<file path="src/logic/iic_pkg.sv">
// ~~~~~~~~~~~~~~~~~~~~~~~~~~~~~~~~~~~~~~~~~~~~~~~~~~~~~~~~~~~~
// iic_pkg
// shared definitions of the APB-driven I2C master: transaction
// phase encoding, APB widths, register map and bit positions
// ~~~~~~~~~~~~~~~~~~~~~~~~~~~~~~~~~~~~~~~~~~~~~~~~~~~~~~~~~~~~
`default_nettype none

package iic_pkg;

    // one-hot transaction phase
    typedef enum logic [6:0] {
        ST_IDLE         = 7'b000_0001,  // bus released
        ST_START_WADDR  = 7'b000_0010,  // start, device address, write bit
        ST_WORD_ADDR    = 7'b000_0100,  // word address bytes
        ST_WDATA        = 7'b000_1000,  // write data bytes
        ST_RSTART_RADDR = 7'b001_0000,  // repeated start, device address, read bit
        ST_RDATA        = 7'b010_0000,  // read data bytes
        ST_STOP         = 7'b100_0000   // stop bit
    } iic_state_t;

    localparam int APB_ADDR_W = 8;
    localparam int APB_DATA_W = 32;  // also widest word a transfer carries

    // register map
    localparam logic [APB_ADDR_W-1:0] REG_CTRL      = 8'h00;
    localparam logic [APB_ADDR_W-1:0] REG_STATUS    = 8'h04;
    localparam logic [APB_ADDR_W-1:0] REG_WORD_ADDR = 8'h08;
    localparam logic [APB_ADDR_W-1:0] REG_WDATA     = 8'h0C;
    localparam logic [APB_ADDR_W-1:0] REG_RDATA     = 8'h10;
    localparam logic [APB_ADDR_W-1:0] REG_DEV_ADDR  = 8'h14;

    localparam int CTRL_START_BIT     = 0;
    localparam int CTRL_READ_BIT      = 1;
    localparam int STATUS_READY_BIT   = 0;
    localparam int STATUS_ACK_ERR_BIT = 1;
    localparam int STATUS_DONE_BIT    = 2;

endpackage

`default_nettype wire

</file>
<file path="src/logic/iic_apb_regs.sv">
// ~~~~~~~~~~~~~~~~~~~~~~~~~~~~~~~~~~~~~~~~~~~~~~~~~~~~~~~~~~~~
// iic_apb_regs
// zero-wait-state APB slave holding the transfer setup, issuing
// the start pulse to the sequencer and capturing its results
// ~~~~~~~~~~~~~~~~~~~~~~~~~~~~~~~~~~~~~~~~~~~~~~~~~~~~~~~~~~~~
`default_nettype none

module iic_apb_regs #(
    parameter int         ADDR_BYTE_NUM  = 1,
    parameter int         DATA_BYTE_NUM  = 4,
    parameter logic [6:0] DEV_ADDR_RESET = 7'h50
) (
    input  wire                             iic_clk,
    input  wire                             iic_rst,
    input  wire                             psel,
    input  wire                             penable,
    input  wire                             pwrite,
    input  wire [iic_pkg::APB_ADDR_W-1:0]   paddr,
    input  wire [iic_pkg::APB_DATA_W-1:0]   pwdata,
    output logic [iic_pkg::APB_DATA_W-1:0]  prdata,
    output logic                            pslverr,
    input  wire                             busy,
    input  wire                             done,
    input  wire [DATA_BYTE_NUM*8-1:0]       rdata,
    input  wire                             ack_error,
    output logic                            cmd_start,
    output logic                            cmd_read,
    output logic [6:0]                      dev_addr,
    output logic [ADDR_BYTE_NUM*8-1:0]      word_addr,
    output logic [DATA_BYTE_NUM*8-1:0]      wdata
);
    import iic_pkg::*;

    logic                       access;     // APB access phase
    logic                       addr_hit;   // offset is mapped
    logic                       start_req;  // CTRL write with start bit
    logic                       wr_en;
    logic                       ready;
    logic                       done_flag;  // sticky until next start
    logic                       ack_err_q;
    logic [DATA_BYTE_NUM*8-1:0] rdata_q;

    assign access    = psel && penable;
    assign start_req = access && pwrite && (paddr == REG_CTRL) && pwdata[CTRL_START_BIT];
    assign pslverr   = access && (!addr_hit || (start_req && (!ready || busy)));
    assign wr_en     = access && pwrite && ready && !pslverr;  // setup frozen during a transfer

    // read mux, valid in access phase
    always_comb begin
        prdata   = '0;
        addr_hit = 1'b1;
        case (paddr)
            REG_CTRL:      prdata[CTRL_READ_BIT] = cmd_read;  // start bit reads 0
            REG_STATUS: begin
                prdata[STATUS_READY_BIT]   = ready;
                prdata[STATUS_ACK_ERR_BIT] = ack_err_q;
                prdata[STATUS_DONE_BIT]    = done_flag;
            end
            REG_WORD_ADDR: prdata[ADDR_BYTE_NUM*8-1:0] = word_addr;
            REG_WDATA:     prdata[DATA_BYTE_NUM*8-1:0] = wdata;
            REG_RDATA:     prdata[DATA_BYTE_NUM*8-1:0] = rdata_q;
            REG_DEV_ADDR:  prdata[6:0] = dev_addr;
            default:       addr_hit = 1'b0;
        endcase
    end

    always_ff @(posedge iic_clk or posedge iic_rst) begin
        if (iic_rst) begin
            cmd_start <= 1'b0;
            cmd_read  <= 1'b0;
            ready     <= 1'b1;
            done_flag <= 1'b0;
            ack_err_q <= 1'b0;
            dev_addr  <= DEV_ADDR_RESET;
        end else begin
            cmd_start <= wr_en && (paddr == REG_CTRL) && pwdata[CTRL_START_BIT];  // one cycle
            if (wr_en && (paddr == REG_CTRL)) begin
                cmd_read <= pwdata[CTRL_READ_BIT];
                if (pwdata[CTRL_START_BIT]) begin
                    ready     <= 1'b0;  // same edge as the start pulse
                    done_flag <= 1'b0;
                end
            end
            if (wr_en && (paddr == REG_DEV_ADDR))
                dev_addr <= pwdata[6:0];
            if (done) begin  // sequencer back to idle
                ready     <= 1'b1;
                done_flag <= 1'b1;
                ack_err_q <= ack_error;
            end
        end
    end

    // payload
    always_ff @(posedge iic_clk) begin
        if (wr_en && (paddr == REG_WORD_ADDR))
            word_addr <= pwdata[ADDR_BYTE_NUM*8-1:0];
        if (wr_en && (paddr == REG_WDATA))
            wdata <= pwdata[DATA_BYTE_NUM*8-1:0];
        if (done)
            rdata_q <= rdata;  // also loaded after writes
    end

endmodule

`default_nettype wire

</file>
<file path="src/logic/iic_scl_timing.sv">
// ~~~~~~~~~~~~~~~~~~~~~~~~~~~~~~~~~~~~~~~~~~~~~~~~~~~~~~~~~~~~
// iic_scl_timing
// per-bit divider, SCL_DIV clocks per bit, with registered
// strobes for SCL edges, SDA update and SDA sampling
// ~~~~~~~~~~~~~~~~~~~~~~~~~~~~~~~~~~~~~~~~~~~~~~~~~~~~~~~~~~~~
`default_nettype none

module iic_scl_timing #(
    parameter int SCL_DIV = 16
) (
    input  wire  iic_clk,
    input  wire  iic_rst,
    input  wire  run,
    output logic scl_fall,
    output logic scl_rise,
    output logic sda_write,
    output logic sda_sample,
    output logic bit_end
);
    localparam int CNT_W = $clog2(SCL_DIV);

    localparam logic [CNT_W-1:0] CNT_QTR  = CNT_W'(SCL_DIV / 4);
    localparam logic [CNT_W-1:0] CNT_HALF = CNT_W'(SCL_DIV / 2);
    localparam logic [CNT_W-1:0] CNT_3QTR = CNT_W'(SCL_DIV * 3 / 4);
    localparam logic [CNT_W-1:0] CNT_LAST = CNT_W'(SCL_DIV - 1);

    logic [CNT_W-1:0] cnt;
    logic [4:0]       strb_q;  // fall, rise, write, sample, end

    always_ff @(posedge iic_clk or posedge iic_rst) begin
        if (iic_rst)
            cnt <= '0;
        else if (!run || (cnt == CNT_LAST))
            cnt <= '0;  // held at zero while idle
        else
            cnt <= cnt + 1'b1;
    end

    always_ff @(posedge iic_clk or posedge iic_rst) begin
        if (iic_rst)
            strb_q <= '0;
        else if (!run)
            strb_q <= '0;
        else
            strb_q <= {cnt == '0, cnt == CNT_HALF, cnt == CNT_QTR,
                       cnt == CNT_3QTR, cnt == CNT_LAST};
    end

    // mask the strobe left over from the last bit of a transfer
    assign {scl_fall, scl_rise, sda_write, sda_sample, bit_end} = strb_q & {5{run}};

endmodule

`default_nettype wire

</file>
<file path="src/logic/iic_sequencer.sv">
// ~~~~~~~~~~~~~~~~~~~~~~~~~~~~~~~~~~~~~~~~~~~~~~~~~~~~~~~~~~~~
// iic_sequencer
// I2C transaction FSM: start, device address, word address,
// write or repeated-start read, stop. Drives SCL and the SDA
// pull-down, shifts in read data and checks slave acks
// ~~~~~~~~~~~~~~~~~~~~~~~~~~~~~~~~~~~~~~~~~~~~~~~~~~~~~~~~~~~~
`default_nettype none

module iic_sequencer #(
    parameter int ADDR_BYTE_NUM = 1,
    parameter int DATA_BYTE_NUM = 4
) (
    input  wire                         iic_clk,
    input  wire                         iic_rst,
    input  wire                         cmd_start,
    input  wire                         cmd_read,
    input  wire [6:0]                   dev_addr,
    input  wire [ADDR_BYTE_NUM*8-1:0]   word_addr,
    input  wire [DATA_BYTE_NUM*8-1:0]   wdata,
    input  wire                         scl_fall,
    input  wire                         scl_rise,
    input  wire                         sda_write,
    input  wire                         sda_sample,
    input  wire                         bit_end,
    input  wire                         iic_sda_in,
    output logic                        run,
    output logic                        busy,
    output logic                        done,
    output logic [DATA_BYTE_NUM*8-1:0]  rdata,
    output logic                        ack_error,
    output logic                        iic_scl,
    output logic                        iic_sda_oe
);
    import iic_pkg::*;

    localparam logic [1:0] ADDR_LAST = 2'(ADDR_BYTE_NUM - 1);
    localparam logic [1:0] DATA_LAST = 2'(DATA_BYTE_NUM - 1);

    iic_state_t state;
    iic_state_t state_nxt;
    logic [3:0] bit_cnt;     // bit within phase
    logic [1:0] byte_cnt;    // byte within multi-byte phase
    logic       addr_phase;  // 10-bit phases
    logic       last_bit;
    logic       last_byte;
    logic [8:0] addr_frame;  // start slot, address, r/w
    logic [7:0] tx_byte;

    assign addr_phase = (state == ST_START_WADDR) || (state == ST_RSTART_RADDR);
    assign last_bit   = bit_end && ((state == ST_STOP) || (bit_cnt == (addr_phase ? 4'd9 : 4'd8)));
    assign last_byte  = byte_cnt == ((state == ST_WORD_ADDR) ? ADDR_LAST : DATA_LAST);
    assign addr_frame = {1'b0, dev_addr, state == ST_RSTART_RADDR};
    assign tx_byte    = (state == ST_WORD_ADDR) ?
                        word_addr[(ADDR_BYTE_NUM - 1 - byte_cnt) * 8 +: 8] :
                        wdata[(DATA_BYTE_NUM - 1 - byte_cnt) * 8 +: 8];  // msb byte first

    assign run  = state != ST_IDLE;
    assign busy = state != ST_IDLE;
    assign done = (state == ST_STOP) && bit_end;  // last cycle before idle

    always_comb begin
        state_nxt = state;
        case (state)
            ST_IDLE:         if (cmd_start) state_nxt = ST_START_WADDR;
            ST_START_WADDR:  if (last_bit) state_nxt = ST_WORD_ADDR;
            ST_WORD_ADDR: begin
                if (last_bit && last_byte)
                    state_nxt = cmd_read ? ST_RSTART_RADDR : ST_WDATA;
            end
            ST_WDATA:        if (last_bit && last_byte) state_nxt = ST_STOP;
            ST_RSTART_RADDR: if (last_bit) state_nxt = ST_RDATA;
            ST_RDATA:        if (last_bit && last_byte) state_nxt = ST_STOP;
            ST_STOP:         if (last_bit) state_nxt = ST_IDLE;
            default:         state_nxt = ST_IDLE;
        endcase
    end

    always_ff @(posedge iic_clk or posedge iic_rst) begin
        if (iic_rst) begin
            state    <= ST_IDLE;
            bit_cnt  <= '0;
            byte_cnt <= '0;
        end else begin
            state <= state_nxt;
            if (state == ST_IDLE || last_bit)
                bit_cnt <= '0;
            else if (bit_end)
                bit_cnt <= bit_cnt + 1'b1;
            if (state == ST_IDLE || (last_bit && last_byte))
                byte_cnt <= '0;
            else if (last_bit && !addr_phase)
                byte_cnt <= byte_cnt + 1'b1;
        end
    end

    // SCL stays high through the start bit
    always_ff @(posedge iic_clk or posedge iic_rst) begin
        if (iic_rst)
            iic_scl <= 1'b1;
        else if (state == ST_IDLE || scl_rise)
            iic_scl <= 1'b1;
        else if (scl_fall && !(state == ST_START_WADDR && bit_cnt == 4'd0))
            iic_scl <= 1'b0;
    end

    // SDA pull-down, 1 pulls the line low
    always_ff @(posedge iic_clk or posedge iic_rst) begin
        if (iic_rst) begin
            iic_sda_oe <= 1'b0;
        end else if (sda_write) begin
            case (state)
                ST_START_WADDR, ST_RSTART_RADDR: begin
                    if (bit_cnt == 4'd9 || (state == ST_RSTART_RADDR && bit_cnt == 4'd0))
                        iic_sda_oe <= 1'b0;  // ack slot, or high before repeated start
                    else
                        iic_sda_oe <= !addr_frame[4'd8 - bit_cnt];  // bit 0 gives start
                end
                ST_WORD_ADDR, ST_WDATA:
                    iic_sda_oe <= (bit_cnt != 4'd8) && !tx_byte[3'd7 - bit_cnt[2:0]];
                ST_RDATA:
                    iic_sda_oe <= (bit_cnt == 4'd8) && !last_byte;  // ack, nack on last
                ST_STOP:
                    iic_sda_oe <= 1'b1;  // low ahead of stop
                default:
                    iic_sda_oe <= 1'b0;
            endcase
        end else if (sda_sample) begin
            if (state == ST_RSTART_RADDR && bit_cnt == 4'd0)
                iic_sda_oe <= 1'b1;  // repeated start, SCL high
            else if (state == ST_STOP)
                iic_sda_oe <= 1'b0;  // stop, SCL high
        end
    end

    // missing ack on any transmitted byte
    always_ff @(posedge iic_clk or posedge iic_rst) begin
        if (iic_rst)
            ack_error <= 1'b0;
        else if (cmd_start && state == ST_IDLE)
            ack_error <= 1'b0;
        else if (sda_sample && ((addr_phase && bit_cnt == 4'd9) ||
                 ((state == ST_WORD_ADDR || state == ST_WDATA) && bit_cnt == 4'd8)))
            ack_error <= ack_error | iic_sda_in;
    end

    // read shifter, msb byte and bit first
    always_ff @(posedge iic_clk) begin
        if (sda_sample && state == ST_RDATA && bit_cnt < 4'd8)
            rdata <= {rdata[DATA_BYTE_NUM*8-2:0], iic_sda_in};
    end

endmodule

`default_nettype wire

</file>
<file path="src/logic/iic_master_top.sv">
// ~~~~~~~~~~~~~~~~~~~~~~~~~~~~~~~~~~~~~~~~~~~~~~~~~~~~~~~~~~~~
// iic_master_top
// APB-controlled I2C master: register block, bit timing and
// transaction sequencer. SDA is open drain, tristate at the pad
// ~~~~~~~~~~~~~~~~~~~~~~~~~~~~~~~~~~~~~~~~~~~~~~~~~~~~~~~~~~~~
`default_nettype none

module iic_master_top #(
    parameter int         ADDR_BYTE_NUM  = 1,      // 1 or 2
    parameter int         DATA_BYTE_NUM  = 4,      // 1 to 4
    parameter int         SCL_DIV        = 16,     // clocks per SCL bit, >= 8
    parameter logic [6:0] DEV_ADDR_RESET = 7'h50
) (
    input  wire                             iic_clk,
    input  wire                             iic_rst,
    input  wire                             psel,
    input  wire                             penable,
    input  wire                             pwrite,
    input  wire [iic_pkg::APB_ADDR_W-1:0]   paddr,
    input  wire [iic_pkg::APB_DATA_W-1:0]   pwdata,
    output logic [iic_pkg::APB_DATA_W-1:0]  prdata,
    output logic                            pslverr,
    output logic                            iic_scl,
    output logic                            iic_sda_oe,  // 1 pulls SDA low
    input  wire                             iic_sda_in
);
    wire                       cmd_start;
    wire                       cmd_read;
    wire [6:0]                 dev_addr;
    wire [ADDR_BYTE_NUM*8-1:0] word_addr;
    wire [DATA_BYTE_NUM*8-1:0] wdata;
    wire [DATA_BYTE_NUM*8-1:0] rdata;
    wire                       busy;
    wire                       done;
    wire                       ack_error;
    wire                       run;
    wire                       scl_fall;
    wire                       scl_rise;
    wire                       sda_write;
    wire                       sda_sample;
    wire                       bit_end;

    iic_apb_regs #(
        .ADDR_BYTE_NUM (ADDR_BYTE_NUM),
        .DATA_BYTE_NUM (DATA_BYTE_NUM),
        .DEV_ADDR_RESET(DEV_ADDR_RESET)
    ) i_regs (
        .iic_clk  (iic_clk),
        .iic_rst  (iic_rst),
        .psel     (psel),
        .penable  (penable),
        .pwrite   (pwrite),
        .paddr    (paddr),
        .pwdata   (pwdata),
        .prdata   (prdata),
        .pslverr  (pslverr),
        .busy     (busy),
        .done     (done),
        .rdata    (rdata),
        .ack_error(ack_error),
        .cmd_start(cmd_start),
        .cmd_read (cmd_read),
        .dev_addr (dev_addr),
        .word_addr(word_addr),
        .wdata    (wdata)
    );

    iic_scl_timing #(
        .SCL_DIV(SCL_DIV)
    ) i_timing (
        .iic_clk   (iic_clk),
        .iic_rst   (iic_rst),
        .run       (run),
        .scl_fall  (scl_fall),
        .scl_rise  (scl_rise),
        .sda_write (sda_write),
        .sda_sample(sda_sample),
        .bit_end   (bit_end)
    );

    iic_sequencer #(
        .ADDR_BYTE_NUM(ADDR_BYTE_NUM),
        .DATA_BYTE_NUM(DATA_BYTE_NUM)
    ) i_seq (
        .iic_clk   (iic_clk),
        .iic_rst   (iic_rst),
        .cmd_start (cmd_start),
        .cmd_read  (cmd_read),
        .dev_addr  (dev_addr),
        .word_addr (word_addr),
        .wdata     (wdata),
        .scl_fall  (scl_fall),
        .scl_rise  (scl_rise),
        .sda_write (sda_write),
        .sda_sample(sda_sample),
        .bit_end   (bit_end),
        .iic_sda_in(iic_sda_in),
        .run       (run),
        .busy      (busy),
        .done      (done),
        .rdata     (rdata),
        .ack_error (ack_error),
        .iic_scl   (iic_scl),
        .iic_sda_oe(iic_sda_oe)
    );

endmodule

`default_nettype wire

</file>
<file path="config.mk">
export PLATFORM = sky130hd
export DESIGN_NAME = iic_master_top
export DESIGN_NICKNAME = d
export VERILOG_FILES = /design/src/logic/iic_pkg.sv /design/src/logic/iic_apb_regs.sv /design/src/logic/iic_scl_timing.sv /design/src/logic/iic_sequencer.sv /design/src/logic/iic_master_top.sv
export SDC_FILE = /design/constraint.sdc
export NUM_CORES = 1
export LEC_CHECK = 0
export ABC_AREA = 1
export ABC_CLOCK_PERIOD_IN_PS = 4480
export BUFFER_PORTS_ARGS = -buffer_cell sky130_fd_sc_hd__buf_2
export CORE_MARGIN = 2
export CORE_UTILIZATION = 35
export CTS_BUF_LIST = sky130_fd_sc_hd__clkbuf_16
export DETAILED_ROUTE_END_ITERATION = 7
export SLEW_MARGIN = 0
export SYNTH_ARGS = -nofsm -noshare
export SYNTH_HDL_FRONTEND = slang
export SYNTH_SLANG_ARGS = --single-unit
</file>
<file path="constraint.sdc">
create_clock -name iic_clk -period 4.48 [get_ports iic_clk]
set_clock_uncertainty 0.15 [all_clocks]
set_input_delay 0.224 -clock iic_clk [delete_from_list [all_inputs] [get_ports iic_clk]]
set_output_delay 0.224 -clock iic_clk [all_outputs]
set_load 0.01 [all_outputs]
</file>
==> reports/results.ini <==
[grt]
grt-busiest-layer = met2
grt_usage_pct = 16.4
antenna_found_initial = 0
grt.overflow.total = 0
grt_first_pass_wirelength_mm = 23.3
grt_start_max_net_pins = 38
gr-usage-met1_pct = 21.8
grtUsageMet3_pct = 3.27
grt_pass1_vias = 4578
grt.met2_usage_pct = 26.7

[synthesis]
synthDistinctLibCells = 42
ys.flop_type = edfxtp_1
yosysMostFrequentCell = nand2_1
synthTopCellsByArea = edfxtp_1, dfrtp_1, nand2_1
yosysWarningCount = 0
syn_area_um2 = 6210
ys_seq_area_share_pct = 65.3
synth_seq_cells = 141
synthTopCellsByCount = nand2_1, edfxtp_1, inv_1
async_flop_share_pct = 26.2
synth-edff-count = 104
syn_area_per_cell_um2 = 10.8
netlist.area_leader.share_pct = 50.3
yosysTopAreaCell = edfxtp_1
synth_fp_nets = 624
syn_inst = 573

[clock_tree]
clk_pin_slew_ns = 0.06
cts-root-buf = clkbuf_16
holdBufCountCts = 34
post-cts-setup-buffers = 0
htree_levels = 4
cts_inserted_buffers = 17
cts_resized = 0
cts_tree = built
clock_latency_ns = 0.42
clockBufferDepth = 2
clock_sinks = 141

[critical_path]
cp_slowest_cell = nor2_2
worstPathCellList = nand2_1, nor2_2, nand2_4, nor2_1, o31ai_2, nand3_2, nand2_1, nor2_2, buf_4
cp-startpoint = i_seq.state[0]
crit_fanout = 17
path_delay_family = simple AND/OR/NAND/NOR gates
crit_required_ns = 4.43
r2r_start = i_seq.state[0]
arrival_ns = 2.86
startpoint_type = flop
criticalPathCategory = reg -> reg
path_buf_inv = 1
crit_path_max_incr_delay_ns = 0.66
endpoint_kind = flop

[die]
rows = 48
initial_utilization_pct = 35.9
io_pins = 81
die_w_um = 137
dieArea_um2 = 18800
die_h_um = 137
core_um2 = 17300

[outcome]
status = complete, no violations

[timing]
fmax_mhz = 344
totalNegativeSetupSlack_ns = 0
hold_viol = 0
worst_pin_slew_ns = 1.06
setup_viol = 0
rsz0062_at_grt = no
slew_headroom_pct = 29.5
post-route-period-util_pct = 64.9
period_needed_ns = 2.91
setup_slack_ns = 1.57
slew_viol_final = 0

[detailed_routing]
drt_iter0_drc = 308
first_pass_iters = 6
routed_wl_mm = 14.7
wl_per_cell_um = 15.7
vias_per_cell = 4.96
ant_nets = 0
drc = 0
vias = 4635

[pwr]
clkPwrFrac_pct = 40.5
total_power_mw = 3.32
p_per_area_nw_per_um2 = 427
power_switching_share_pct = 26.4
switchingPower_uw = 876
seqPwrFrac_pct = 44.9
power_frac_comb_pct = 14.6
internal_power_mw = 2.44
p_leak_nw = 3.38
peakVddDrop_mv = 0.243

[layout]
drive_gt1_share_pct = 21.4
n_antenna_cell = 0
nNetsFinal = 748
fillers = 1631
syn2layout_area_growth_pct = 25.1

[placement]
hpwl_mm = 10.5
dp_slack_ns = 1.55
io_buffers = 80
gp_congestion = 0.874

[hold_path]
hp-start = pwrite
hold_path.class = in -> reg

[job]
drv_cap = 0

[final timing paths]
path,end,slack [ns],depth (start not counted)
max reg2reg,i_regs.wdata[29],1.57,9
min in group asynchronous,i_timing.cnt[1],0.31,4
max,i_regs.wdata[29],1.57,9
min reg2reg,i_seq.ack_error,0.29,1
min,i_regs.cmd_read,0.18,5
max in group asynchronous,i_regs.dev_addr[6],3.51,4
[final cells by class]
type,instances,area [um^2],area share (%)
clock buffers,17,425,5.47
inverters,71,269,3.46
clock inverters,15,146,1.88
well taps,225,282,3.62
repair buffers,118,771,9.92
flip-flops and latches,141,4060,52.2
multi-input cells,348,1820,23.5
[layer usage]
layer,wire (um),part of all wire [%],up-vias
li1,-,-,2207
met1,6520,44,2274
met2,7250,49,130
met3,618,4.2,24
met4,293,2.0,0
met5,0,0,-
[power by group through the flow]
stage          clock (mW)  combinational, mW  sequential (mW)
2_1_floorplan           0              0.353             1.51
6_report             1.34              0.484             1.49
5_1_grt              1.43              0.544             1.50
3_5_place_dp            0              0.464             1.52
4_1_cts              1.37              0.489             1.49
3_3_place_gp            0              0.454             1.51
[registers in the layout (all words and copies together) (netlist names), 2 cells and up]
signal,count
i_seq.byte_cnt,2
i_regs.dev_addr,7
i_regs.word_addr,8
i_seq.rdata,32
i_seq.state,7
i_timing.strb_q,5
i_timing.cnt,4
i_regs.wdata,32
i_seq.bit_cnt,4
i_regs.rdata_q,32
[tightest hold or removal path, delay by kind of cell]
| family | cells | cell delay (ns) |
|---|---|---|
| and+or+nand+nor | 3 | 0.29 |
| AOI/OAI and AO/OA | 1 | 0.08 |
| buffers and inverters | 1 | 0.10 |
[cell families (layout without fill, tap and decap cells)]
family | count (synthesis) | after routing | synth area share (%)
buf+inv | 84 | 221 | 5.46
fa+ha+maj | 5 | 5 | 1.01
xor+xnor | 6 | 6 | 0.846
flops | 141 | 141 | 65.3
compound gates | 77 | 77 | 8.26
simple gates | 260 | 260 | 19.1
[per-stage QoR]
step | area [um^2] | util [%] | hold slack (ns) | instances
2_1_floorplan | 6210 | - | 0.173 | 573
3_3_place_gp | 6860 | 39.7 | 0.211 | 869
3_5_place_dp | 6860 | 39.7 | 0.227 | 869
4_1_cts | 7770 | 44.9 | 0.152 | 935
5_1_grt | 7770 | 44.9 | 0.202 | 935
6_report | 7770 | 44.9 | 0.175 | 935
[placed cells by master (no fill, tap or decap), drive strengths merged, types with 6 or more instances in the layout]
cell / instances
a21oi: 12
a22o: 22
buf: 84
clkbuf: 17
clkinv: 9
dfrtp: 32
dlygate4sd3: 34
edfxtp: 104
inv: 73
nand2: 161
nand3: 31
nand4: 10
nor2: 37
nor3: 11
o21ai: 29
o22ai: 6
(Power assumes the default switching activity.)
